--- config.mk ---
export PLATFORM = sky130hd
export DESIGN_NAME = frame_sequencer
export DESIGN_NICKNAME = d
export VERILOG_FILES = /design/src/common/ocr_pkg.sv /design/src/frame_sequencer.sv
export SDC_FILE = /design/constraint.sdc
export NUM_CORES = 1
export LEC_CHECK = 0
export BUFFER_PORTS_ARGS = -buffer_cell sky130_fd_sc_hd__buf_2
export CORE_MARGIN = 2
export CORE_UTILIZATION = 50
export DETAILED_ROUTE_END_ITERATION = 7
export HOLD_SLACK_MARGIN = 0.02
export PLACE_DENSITY = 0.78
export RECOVER_POWER = 25
export SYNTH_ARGS = -nofsm -noshare
export SYNTH_HDL_FRONTEND = slang
export SYNTH_SLANG_ARGS = --single-unit
--- constraint.sdc ---
create_clock -name i_clk -period 2.45 [get_ports i_clk]
set_input_delay 0 -clock i_clk [delete_from_list [all_inputs] [get_ports i_clk]]
set_output_delay 0 -clock i_clk [all_outputs]
set_load 0.02 [all_outputs]
--- src/common/ocr_pkg.sv ---
package ocr_pkg;

    // ==================== frame geometry
    localparam int NUM_SEG   = 5;
    localparam int NUM_FEAT  = 8;
    localparam int FRAME_LEN = NUM_SEG * NUM_FEAT;   // index = seg * 8 + feat.

    // window p spans segments p .. p+2.
    localparam int WIN_SEG  = 3;
    localparam int NUM_POS  = 3;
    localparam int NUM_TAPS = NUM_FEAT * WIN_SEG;    // tap = feat * 3 + offset.

    // ==================== network size
    localparam int NUM_CH    = 10;
    localparam int NUM_FEATS = NUM_CH * NUM_POS;     // index = ch * 3 + pos.
    localparam int NUM_CLASS = 27;
    localparam int TOP_N     = 3;

    // fixed point, q.12.
    localparam int FRAC_BITS = 12;

    // ==================== coefficient map
    localparam int CONV_W_BASE = 0;
    localparam int CONV_B_BASE = CONV_W_BASE + NUM_CH * NUM_TAPS;
    localparam int FC_W_BASE   = CONV_B_BASE + NUM_CH;
    localparam int FC_B_BASE   = FC_W_BASE + NUM_CLASS * NUM_FEATS;
    localparam int NUM_COEF    = FC_B_BASE + NUM_CLASS;

    // ==================== scalar types
    typedef logic signed [15:0] sample_t;
    typedef logic signed [15:0] coef_t;
    typedef logic signed [23:0] feat_t;
    typedef logic signed [31:0] score_t;
    typedef logic        [4:0]  class_t;       // 0 to 26.
    typedef logic        [10:0] coef_addr_t;   // 0 to 1086.

endpackage

--- src/frame_sequencer.sv ---
`timescale 1ns/1ps

module frame_sequencer #(
    parameter int NUM_COEF  = ocr_pkg::NUM_COEF,
    parameter int FRAME_LEN = ocr_pkg::FRAME_LEN
) (
    input  logic                i_clk,
    input  logic                i_rst_n,
    input  logic                i_req,
    input  logic                i_is_coef,
    input  ocr_pkg::sample_t    i_data,
    input  logic                i_ch_empty,
    output logic                o_ack,
    output logic                o_coef_we,
    output ocr_pkg::coef_addr_t o_coef_addr,
    output ocr_pkg::coef_t      o_coef_data,
    output logic                o_tap_valid,
    output logic                o_tap_last,
    output logic [4:0]          o_tap_idx,
    output ocr_pkg::sample_t    o_tap_sample
);
    import ocr_pkg::*;

    localparam int IDX_W = $clog2(FRAME_LEN);

    logic             take;
    logic             frame_full;   // set by the last sample.
    logic             scanning;
    logic [IDX_W-1:0] wr_idx;
    logic [IDX_W-1:0] rd_idx;
    coef_addr_t       addr_cnt;
    logic [1:0]       off_cnt;
    logic [2:0]       feat_cnt;
    logic [1:0]       pos_cnt;
    sample_t          frame_mem [FRAME_LEN];

    assign take = i_req && !o_ack && !frame_full;

    // ==================== input handshake
    always_ff @(posedge i_clk or negedge i_rst_n) begin
        if (!i_rst_n) begin
            o_ack      <= 1'b0;
            o_coef_we  <= 1'b0;
            addr_cnt   <= '0;
            wr_idx     <= '0;
            frame_full <= 1'b0;
            scanning   <= 1'b0;
            off_cnt    <= '0;
            feat_cnt   <= '0;
            pos_cnt    <= '0;
        end else begin
            if (take) begin
                o_ack <= 1'b1;
            end else if (!i_req) begin
                o_ack <= 1'b0;
            end
            o_coef_we <= take && i_is_coef;
            if (take && i_is_coef) begin
                addr_cnt <= (addr_cnt == coef_addr_t'(NUM_COEF - 1)) ? '0 : addr_cnt + 1'b1;
            end else if (take) begin
                addr_cnt <= '0;   // next load starts over.
                if (wr_idx == IDX_W'(FRAME_LEN - 1)) begin
                    wr_idx     <= '0;
                    frame_full <= 1'b1;
                end else begin
                    wr_idx <= wr_idx + 1'b1;
                end
            end

            // scan order is position, feature, segment offset.
            if (scanning) begin
                if (off_cnt == 2'(WIN_SEG - 1)) begin
                    off_cnt <= '0;
                    if (feat_cnt == 3'(NUM_FEAT - 1)) begin
                        feat_cnt <= '0;
                        if (pos_cnt == 2'(NUM_POS - 1)) begin
                            pos_cnt    <= '0;
                            scanning   <= 1'b0;
                            frame_full <= 1'b0;
                        end else begin
                            pos_cnt <= pos_cnt + 1'b1;
                        end
                    end else begin
                        feat_cnt <= feat_cnt + 1'b1;
                    end
                end else begin
                    off_cnt <= off_cnt + 1'b1;
                end
            end else if (frame_full && i_ch_empty) begin
                scanning <= 1'b1;
            end
        end
    end

    always_ff @(posedge i_clk) begin
        if (take) begin
            o_coef_addr <= addr_cnt;
            o_coef_data <= i_data;
        end
        if (take && !i_is_coef) begin
            frame_mem[wr_idx] <= i_data;
        end
    end

    // ==================== tap stream
    assign rd_idx       = IDX_W'((pos_cnt + off_cnt) * NUM_FEAT + feat_cnt);
    assign o_tap_valid  = scanning;
    assign o_tap_idx    = 5'(feat_cnt * WIN_SEG + off_cnt);
    assign o_tap_last   = (feat_cnt == 3'(NUM_FEAT - 1)) && (off_cnt == 2'(WIN_SEG - 1));
    assign o_tap_sample = frame_mem[rd_idx];

    // the frame buffer must not change under a running scan.
    a_no_ack_in_scan : assert property (@(posedge i_clk) disable iff (!i_rst_n)
        scanning |-> !$rose(o_ack));

endmodule

==> reports/metrics.cfg <==
[status]
outcome=complete, but fails checks
violations=capacitance limit, slew limit, setup timing

[floorplanning]
design.core.area_mm2=0.0549
die_y_um=239
start_util_pct=50.4
die_x_um=239
num_rows=86
die-area_mm2=0.0572
ios=73

[yosys]
synth-edff-count=667
synthesis.nets=1508
synth_area_mm2=0.0276
synth_warnings=0
synthCells=1473
ys.flop_type=edfxtp_1
ys_seq_area_share_pct=75.0
async_reset_ff_share_pct=4.03
synth_cell_types=54
synth-seq-cells=695
synth.avg_cell_area_um2=18.8

[power_and_ir_drop]
finalPower_mw=24.7
leakage_nw=10.4
powerDensity_mw_per_mm2=747
peakVddDrop_mv=0.597

[drt]
dr.pass1.iters=5
drc=0
drt-total-wl_mm=68.1
drtIter0Drc=2087
ant_nets=0
wire_per_inst_um=27.9
via_per_inst=6.20
vias=15100

[final_layout]
area_delta_synth_final_pct=19.5
drive_above_1_share_pct=26.7
fillers=3700
final_cell_mix=edfxtp_1, mux2i_1, buf_4, clkbuf_16, a22oi_1
fin_nets=1718
num_antenna_cells=0
fin_cells=2441
final_common_cell=edfxtp_1

[worst_hold_path]
hp-class=in2reg

[clocking]
tritoncts=built
clkSlewWorstSetupHoldPaths_ps=60
cts_buffer_depth=3
cts.sinks=695
cts_root_buf=clkbuf_16
cts_buffers=69
cts_htree_levels=3
insertion_delay_ps=610

[global_routing]
gr-total-overflow=0
use_met2_pct=37.6
grt_pass1_vias=15100
antenna_found_initial=0
busiest_layer=met2
grt_pass1_wl_mm=98.3
gr-usage-met3_pct=4.67
globalRouteMet1Util_pct=32.7
track_usage_pct=23.7
grt_max_degree=42

[setup_path]
cp.arrival_ps=3170
start_kind=register
crit_fanout=13
critPathRequiredTime_ps=2450
cp-end-kind=output pin
worstSetupPathType=reg2out

[timing]
min_period_ps=3170
post-route-period-util_pct=129
setup_viol=19
fin_hold_ws_ps=99.3
slew_violations=504
hold_viol_final=0
rsz0062_at_grt=yes
setup_tns_ps=-9870
fmax_ghz=0.315
setup_ws_ps=-720
worstMarginPinSlew_ps=2230
skew_ps=27.6
slew_headroom_pct=-48.4

[place]
dpl.hpwl_mm=38.3
placed_cells=2289
portBuffers=72
gp_congestion=0.911
place_worst_setup_slack_ps=-287

[run]
drv_cap=12

[area by class of cell]
cell class                      instances  area (um2)  area share (%)
Timing Repair Buffer                  221        2250            6.82
Clock inverter                         39         389            1.18
Inverter                                7        26.3          0.0795
Clock buffer                           86        1890            5.71
Sequential cell                       695       20700            62.7
Multi-Input combinational cell        689        6870            20.8
Tap cell                              704         881            2.67
[path summary, 6_finish.rpt]
kind | slack [ps] | from | depth (start not counted) | end
max | -720 | feat_cnt[0] | 10 | o_tap_sample[1]
min | 100 | i_data[6] | 1 | frame_mem[4][6]
max reg2reg | 140 | feat_cnt[0] | 8 | frame_full
min reg2reg | 520 | addr_cnt[10] | 1 | addr_cnt[10]
max in group asynchronous | 1800 | i_rst_n | 4 | feat_cnt[0]
min in group asynchronous | 450 | i_rst_n | 4 | addr_cnt[5]
[synthesized netlist by cell type, types with 19 or more instances]
master | count | area (um2)
mux2i_1 | 257 | 2570
dfrtp_1 | 28 | 701
a22o_1 | 32 | 280
clkbuf_1 | 26 | 97.6
mux2_2 | 19 | 214
a22oi_1 | 64 | 480
a221oi_2 | 25 | 375
buf_2 | 19 | 95.1
edfxtp_1 | 667 | 20000
nor2_1 | 43 | 161
a21oi_1 | 37 | 185
nand2_1 | 33 | 124
mux4_2 | 32 | 721
[flip-flops by register name, indices dropped and copies added (netlist names), 2 cells and up]
signal,count
frame_mem,640
o_coef_data,16
addr_cnt,11
o_coef_addr,11
wr_idx,6
feat_cnt,3
off_cnt,2
pos_cnt,2
[worst max-delay path, cell delays in order (launching register included)]
cell      delay (ps)
dfrtp_4          560
buf_4            180
buf_16           160
mux2i_1          130
a22o_1           240
a221oi_2         270
o22ai_1          170
buf_4            190
o41ai_2          330
buf_4            180
buf_4            130
[cell families (layout without fill, tap and decap cells)]
group / Yosys count / count (layout) / synth area share, %
flip-flops: 695 / 695 / 75.0
XOR/XNOR: 5 / 5 / 0.158
multiplexers: 308 / 308 / 12.7
buffers and inverters: 89 / 353 / 1.93
AND/OR/NAND/NOR: 134 / 134 / 2.46
AO/OA/AOI/OAI: 228 / 228 / 7.06
adder cells (fa/ha/maj): 14 / 14 / 0.715
[metrics by stage]
| step | utilization, % | area (um2) |
|---|---|---|
| after floorplan | - | 27700 |
| after CTS | 59.6 | 32700 |
| after global routing | 60.2 | 33000 |
| after detailed placement | 54.4 | 29800 |
| final | 60.2 | 33000 |
| after global placement | 54.4 | 29800 |
[where the power goes]
part / total (mW) / switching [mW] / internal [mW]
Sequential: 13.3 / 0.0673 / 13.2
Combinational: 0.841 / 0.609 / 0.232
Clock: 10.6 / 4.36 / 6.22
Total: 24.7 / 5.04 / 19.6
[per-layer routing]
layer	up-vias	wire length [um]	share of wire, %
met5	-	0	0
met4	0	2250	3.3
met3	139	6100	9.0
met2	816	33200	49
met1	7775	26500	39
li1	6412	-	-
[repair_timing]
action / in CTS / in global routing
pin swaps: 18 / 21
hold buffers: 6 / 0
setup endpoints to repair: 19 / 20
setup buffers: 6 / 10
hold endpoints to repair: 44 / 0
cloned: 3 / 3
gates resized for setup: 68 / 39
Note: power is estimated with default switching activity, not from simulation.
