`config.mk`:
```
export PLATFORM = sky130hd
export DESIGN_NAME = conv_channel
export DESIGN_NICKNAME = d
export VERILOG_FILES = /design/src/common/ocr_pkg.sv /design/src/conv/conv_channel.sv
export SDC_FILE = /design/constraint.sdc
export NUM_CORES = 1
export LEC_CHECK = 0
export BUFFER_PORTS_ARGS = -buffer_cell sky130_fd_sc_hd__clkbuf_2
export CAP_MARGIN = 15
export CORE_MARGIN = 4
export CORE_UTILIZATION = 40
export CTS_BUF_LIST = sky130_fd_sc_hd__clkbuf_2
export CTS_CLUSTER_DIAMETER = 40
export CTS_CLUSTER_SIZE = 24
export DETAILED_ROUTE_END_ITERATION = 8
export GPL_TIMING_DRIVEN = 0
export REMOVE_ABC_BUFFERS = 1
export SLEW_MARGIN = 30
export SYNTH_ARGS = -nofsm -noshare
export SYNTH_HDL_FRONTEND = slang
export SYNTH_SLANG_ARGS = --single-unit
```
`constraint.sdc`:
```
create_clock -name i_clk -period 11.1 [get_ports i_clk]
set_input_delay 2.775 -clock i_clk [delete_from_list [all_inputs] [get_ports i_clk]]
set_output_delay 2.775 -clock i_clk [all_outputs]
set_load 0.01 [all_outputs]
```
`src/common/ocr_pkg.sv`:
```
package ocr_pkg;

    // ==================== frame geometry
    localparam int NUM_SEG   = 5;
    localparam int NUM_FEAT  = 8;
    localparam int FRAME_LEN = NUM_SEG * NUM_FEAT;   // index = seg * 8 + feat.

    // window p spans segments p .. p+2.
    localparam int WIN_SEG  = 3;
    localparam int NUM_POS  = 3;
    localparam int NUM_TAPS = NUM_FEAT * WIN_SEG;    // tap = feat * 3 + offset.

    // ==================== network size
    localparam int NUM_CH    = 10;
    localparam int NUM_FEATS = NUM_CH * NUM_POS;     // index = ch * 3 + pos.
    localparam int NUM_CLASS = 27;
    localparam int TOP_N     = 3;

    // fixed point, q.12.
    localparam int FRAC_BITS = 12;

    // ==================== coefficient map
    localparam int CONV_W_BASE = 0;
    localparam int CONV_B_BASE = CONV_W_BASE + NUM_CH * NUM_TAPS;
    localparam int FC_W_BASE   = CONV_B_BASE + NUM_CH;
    localparam int FC_B_BASE   = FC_W_BASE + NUM_CLASS * NUM_FEATS;
    localparam int NUM_COEF    = FC_B_BASE + NUM_CLASS;

    // ==================== scalar types
    typedef logic signed [15:0] sample_t;
    typedef logic signed [15:0] coef_t;
    typedef logic signed [23:0] feat_t;
    typedef logic signed [31:0] score_t;
    typedef logic        [4:0]  class_t;       // 0 to 26.
    typedef logic        [10:0] coef_addr_t;   // 0 to 1086.

endpackage

```
`src/conv/conv_channel.sv`:
```
`timescale 1ns/1ps

module conv_channel #(
    parameter int CH_INDEX = 0
) (
    input  logic                i_clk,
    input  logic                i_rst_n,
    input  logic                i_coef_we,
    input  ocr_pkg::coef_addr_t i_coef_addr,
    input  ocr_pkg::coef_t      i_coef_data,
    input  logic                i_tap_valid,
    input  logic                i_tap_last,
    input  logic [4:0]          i_tap_idx,
    input  ocr_pkg::sample_t    i_tap_sample,
    input  logic                i_take,
    output ocr_pkg::feat_t      o_feat0,
    output ocr_pkg::feat_t      o_feat1,
    output ocr_pkg::feat_t      o_feat2,
    output logic                o_feat_valid,
    output logic                o_empty
);
    import ocr_pkg::*;

    localparam int W_BASE = CONV_W_BASE + CH_INDEX * NUM_TAPS;
    localparam int B_ADDR = CONV_B_BASE + CH_INDEX;

    coef_t              kern [NUM_TAPS];
    coef_t              bias_r;
    coef_addr_t         w_off;
    logic signed [31:0] prod;
    logic signed [39:0] acc;
    logic signed [39:0] sum;
    logic signed [39:0] shifted;
    feat_t              sat;
    feat_t              feat_r [NUM_POS];
    logic [1:0]         pos_cnt;

    // ==================== coefficient store
    assign w_off = i_coef_addr - coef_addr_t'(W_BASE);   // wraps high below the base.

    always_ff @(posedge i_clk) begin
        if (i_coef_we && w_off < coef_addr_t'(NUM_TAPS)) begin
            kern[w_off[4:0]] <= i_coef_data;
        end
        if (i_coef_we && i_coef_addr == coef_addr_t'(B_ADDR)) begin
            bias_r <= i_coef_data;
        end
    end

    // ==================== window arithmetic
    assign prod    = i_tap_sample * kern[i_tap_idx];
    assign sum     = acc + 40'(prod) + (40'(bias_r) <<< FRAC_BITS);
    assign shifted = sum >>> FRAC_BITS;

    always_comb begin
        if (shifted > 40'sh00_007f_ffff) begin
            sat = 24'sh7f_ffff;
        end else if (shifted < -40'sh00_0080_0000) begin
            sat = 24'sh80_0000;
        end else begin
            sat = shifted[23:0];
        end
    end

    always_ff @(posedge i_clk) begin
        if (i_tap_valid) begin
            acc <= i_tap_last ? '0 : acc + 40'(prod);
        end else if (!o_feat_valid) begin
            acc <= '0;
        end
        if (i_tap_valid && i_tap_last) begin
            feat_r[pos_cnt] <= sat;
        end
    end

    always_ff @(posedge i_clk or negedge i_rst_n) begin
        if (!i_rst_n) begin
            pos_cnt      <= '0;
            o_feat_valid <= 1'b0;
        end else begin
            if (i_tap_valid && i_tap_last) begin
                if (pos_cnt == 2'(NUM_POS - 1)) begin
                    pos_cnt      <= '0;
                    o_feat_valid <= 1'b1;   // all three windows done.
                end else begin
                    pos_cnt <= pos_cnt + 1'b1;
                end
            end else if (i_take) begin
                o_feat_valid <= 1'b0;
            end
        end
    end

    assign o_feat0 = feat_r[0];
    assign o_feat1 = feat_r[1];
    assign o_feat2 = feat_r[2];
    assign o_empty = !o_feat_valid;

    // held results are only released by the classifier.
    a_no_tap_while_held : assert property (@(posedge i_clk) disable iff (!i_rst_n)
        o_feat_valid |-> !i_tap_valid);

endmodule

```
==> metrics.csv <==
metric;value;unit
I/O Buffers;127;
warnings from Yosys;0;
Overflow after GRT;0;
DRT iter0 DRCs;1170;
slew of the pin with the lowest slew margin;0.848;ns
placer congestion estimate;0.820;
Hold Violations, Final;0;
later-pin clock latency in the skew report;1.12;ns
Chip Height;298;um
maximum clock path buffer count;3;
Root Buffer;clkbuf_2;
Avg WL per Cell;20.1;um
Worst Path Arrival;13.29;ns
die span in x;298;um
CTS tree;yes;
share of cells above drive strength 1;26.9;%
Worst EP required;11.98;ns
Syn Area/Cell;13.2;um2
Reg clk slew, reported paths;0.20;ns
Top cell by count, worst path;fa_1;
Crit Path Max Fanout;7;
cells after synthesis;2551;
Setup CP Type;in2reg;
CP Launch Type;primary input;
achievable frequency;80.6;MHz
Post-synth ARST share;0.583;%
Slew HR;43.3;%
CTS buffer count;71;
H-tree depth;3;
die area;89000;um2
status;complete, but fails checks;
CP Capture Type;register;
synth-to-layout area growth;18.7;%
Initial Utilization;40.3;%
Crit-path slowest cell;fa_1;
EDFF count, synth;512;
unrepaired setup endpoints after global routing;true;
final wirelength;80200;um
setup violators final;80;
Yosys cell types;72;
vias in the first global route;22181;
Clock Skews;0.215;ns
Row Count;106;
Max Slew Vio Count;0;
max incr delay on CP;0.56;ns
Seq/Total Area, Yosys;45.8;%
slack of the critical path;-1.31;ns
initial antenna violation count;2;
utilization after layout;47.9;%
GRT Total Usage;17.7;%
DRT Pass-1 Iters;5;
Sink Count;515;
via count;20825;
number of remaining DRC errors;0;
max cap viols;0;
number of top-level pins;128;
synthesized flop and latch total;515;
first-pass GRT wire length;123000;um
synthesized cell area;33700;um2
violated checks;setup timing;
Most used DFF post-synth;edfxtp_1;
Final HPWL DP;56100;um
core area;83600;um2
period utilisation layout;112;%
ANT nets after route;0;
Period minus WS final;12.41;ns
final net count;3375;
largest net degree at the start of global routing;53;
Via density;5.21;
worst min path class;reg2reg;
state kept, by name, summed over array words and instances (netlist names):
signal        count
acc              40
pos_cnt           2
feat_r           72
kern            384
bias_r           16
o_feat_valid      1
worst max-delay path, delay by kind of cell:
| kind | cells | cell delay [ns] |
|---|---|---|
| fa+ha+maj | 9 | 4.03 |
| simple gates | 7 | 1.01 |
| mux | 2 | 1.00 |
| buf+inv | 15 | 1.43 |
| compound gates | 11 | 2.57 |
| xor+xnor | 2 | 0.42 |
kinds of logic after synthesis:
group	synth area share, %
AND/OR/NAND/NOR	7.82
buffers and inverters	6.09
adder cells (fa/ha/maj)	23.8
flip-flops	45.8
AO/OA/AOI/OAI	5.82
multiplexers	8.02
XOR/XNOR	2.66
final timing paths:
kind                              start             to  slack [ns]  cells after the start
min in group asynchronous       i_rst_n     pos_cnt[1]        1.41                      1
max                        i_tap_idx[0]  feat_r[1][16]       -1.31                     46
max in group asynchronous       i_rst_n   o_feat_valid        9.57                      1
min reg2reg                  pos_cnt[0]     pos_cnt[0]        0.60                      1
min                          pos_cnt[0]     pos_cnt[0]        0.60                      1
max reg2reg                 kern[14][5]  feat_r[1][16]        0.40                     42
cells in the mapped netlist (3+ instances only):
master | count | area, um2
a211oi_1 | 9 | 67.6
a21boi_0 | 3 | 22.5
a21o_1 | 38 | 285
a21oi_1 | 75 | 375
a221o_1 | 3 | 30.0
a31oi_1 | 10 | 62.6
and2_1 | 26 | 163
and3_1 | 11 | 68.8
buf_1 | 4 | 15.0
buf_2 | 22 | 110
buf_6 | 4 | 45.0
clkbuf_1 | 41 | 154
dfrtp_1 | 3 | 75.1
edfxtp_1 | 512 | 15400
fa_1 | 300 | 6010
ha_1 | 160 | 2000
inv_1 | 461 | 1730
mux2i_1 | 18 | 180
mux4_2 | 112 | 2520
nand2_1 | 129 | 484
nand2b_1 | 33 | 206
nand3_1 | 21 | 105
nand3b_1 | 4 | 30.0
nand4_1 | 5 | 31.3
nor2_1 | 113 | 424
nor2b_1 | 134 | 838
nor3_1 | 20 | 100
nor3b_1 | 5 | 37.5
o211ai_1 | 3 | 22.5
o21a_1 | 16 | 120
o21ai_0 | 55 | 275
o21ai_1 | 6 | 30.0
o21ai_2 | 20 | 175
o21bai_1 | 12 | 90.1
o22ai_1 | 3 | 18.8
o31a_1 | 4 | 35.0
o31ai_1 | 4 | 30.0
or2_2 | 6 | 37.5
or3_1 | 4 | 25.0
xnor2_1 | 59 | 517
xor2_1 | 41 | 359
per-layer routing:
metal / global-route usage, % / up-vias / wire length (um)
met2: 32.3 / 453 / 43100
met4: 4.60 / 0 / 1650
li1: - / 9387 / -
met5: 0 / - / 0
met1: 22.1 / 10859 / 32100
met3: 2.58 / 126 / 3290
repair_timing:
action	CTS	global route
gates resized for setup	136	146
hold buffers	0	0
endpoints found under the setup margin	95	88
buffers inserted	64	65
gates cloned	11	4
endpoints found under the hold margin	0	0
pin swaps	73	96
layout by cell type, fill, tap and decap left out, types with 32 or more instances in the layout:
cell / n
a21o_1: 37
a21oi_1: 53
buf_4: 101
clkbuf_2: 201
edfxtp_1: 512
fa_1: 290
ha_1: 136
inv_1: 443
mux4_2: 112
nand2_1: 125
nor2_1: 82
nor2b_1: 130
o21ai_4: 32
xnor2_1: 53
xor2_1: 36
area by class of cell:
type / count / area [um2]
multi-input combinational: 1509 / 17800
timing repair buffer: 303 / 2720
fill: 7374 / 43500
antenna: 1 / 2.50
inverter: 461 / 1740
sequential: 515 / 15400
tap: 1080 / 1350
clock buffer: 78 / 390
clock inverter: 52 / 626
per-stage QoR:
stage	area, um2	TNS, ns	hold WS [ns]	worst slack, ns	std cells
global route	40000	-105.59	0.627	-1.49	3999
detailed placement	36300	-386.32	0.559	-4.78	3726
finish	40000	-91.02	0.601	-1.31	3999
CTS	38800	-80.67	0.605	-1.15	3931
global placement	35400	-808.31	0.497	-8.76	3687
floorplan	33400	-171.18	0.488	-2.32	2480
Power is left out: the tool's default activity adds up to more than one toggle a clock period on the data nets, which glitch-free logic cannot reach.
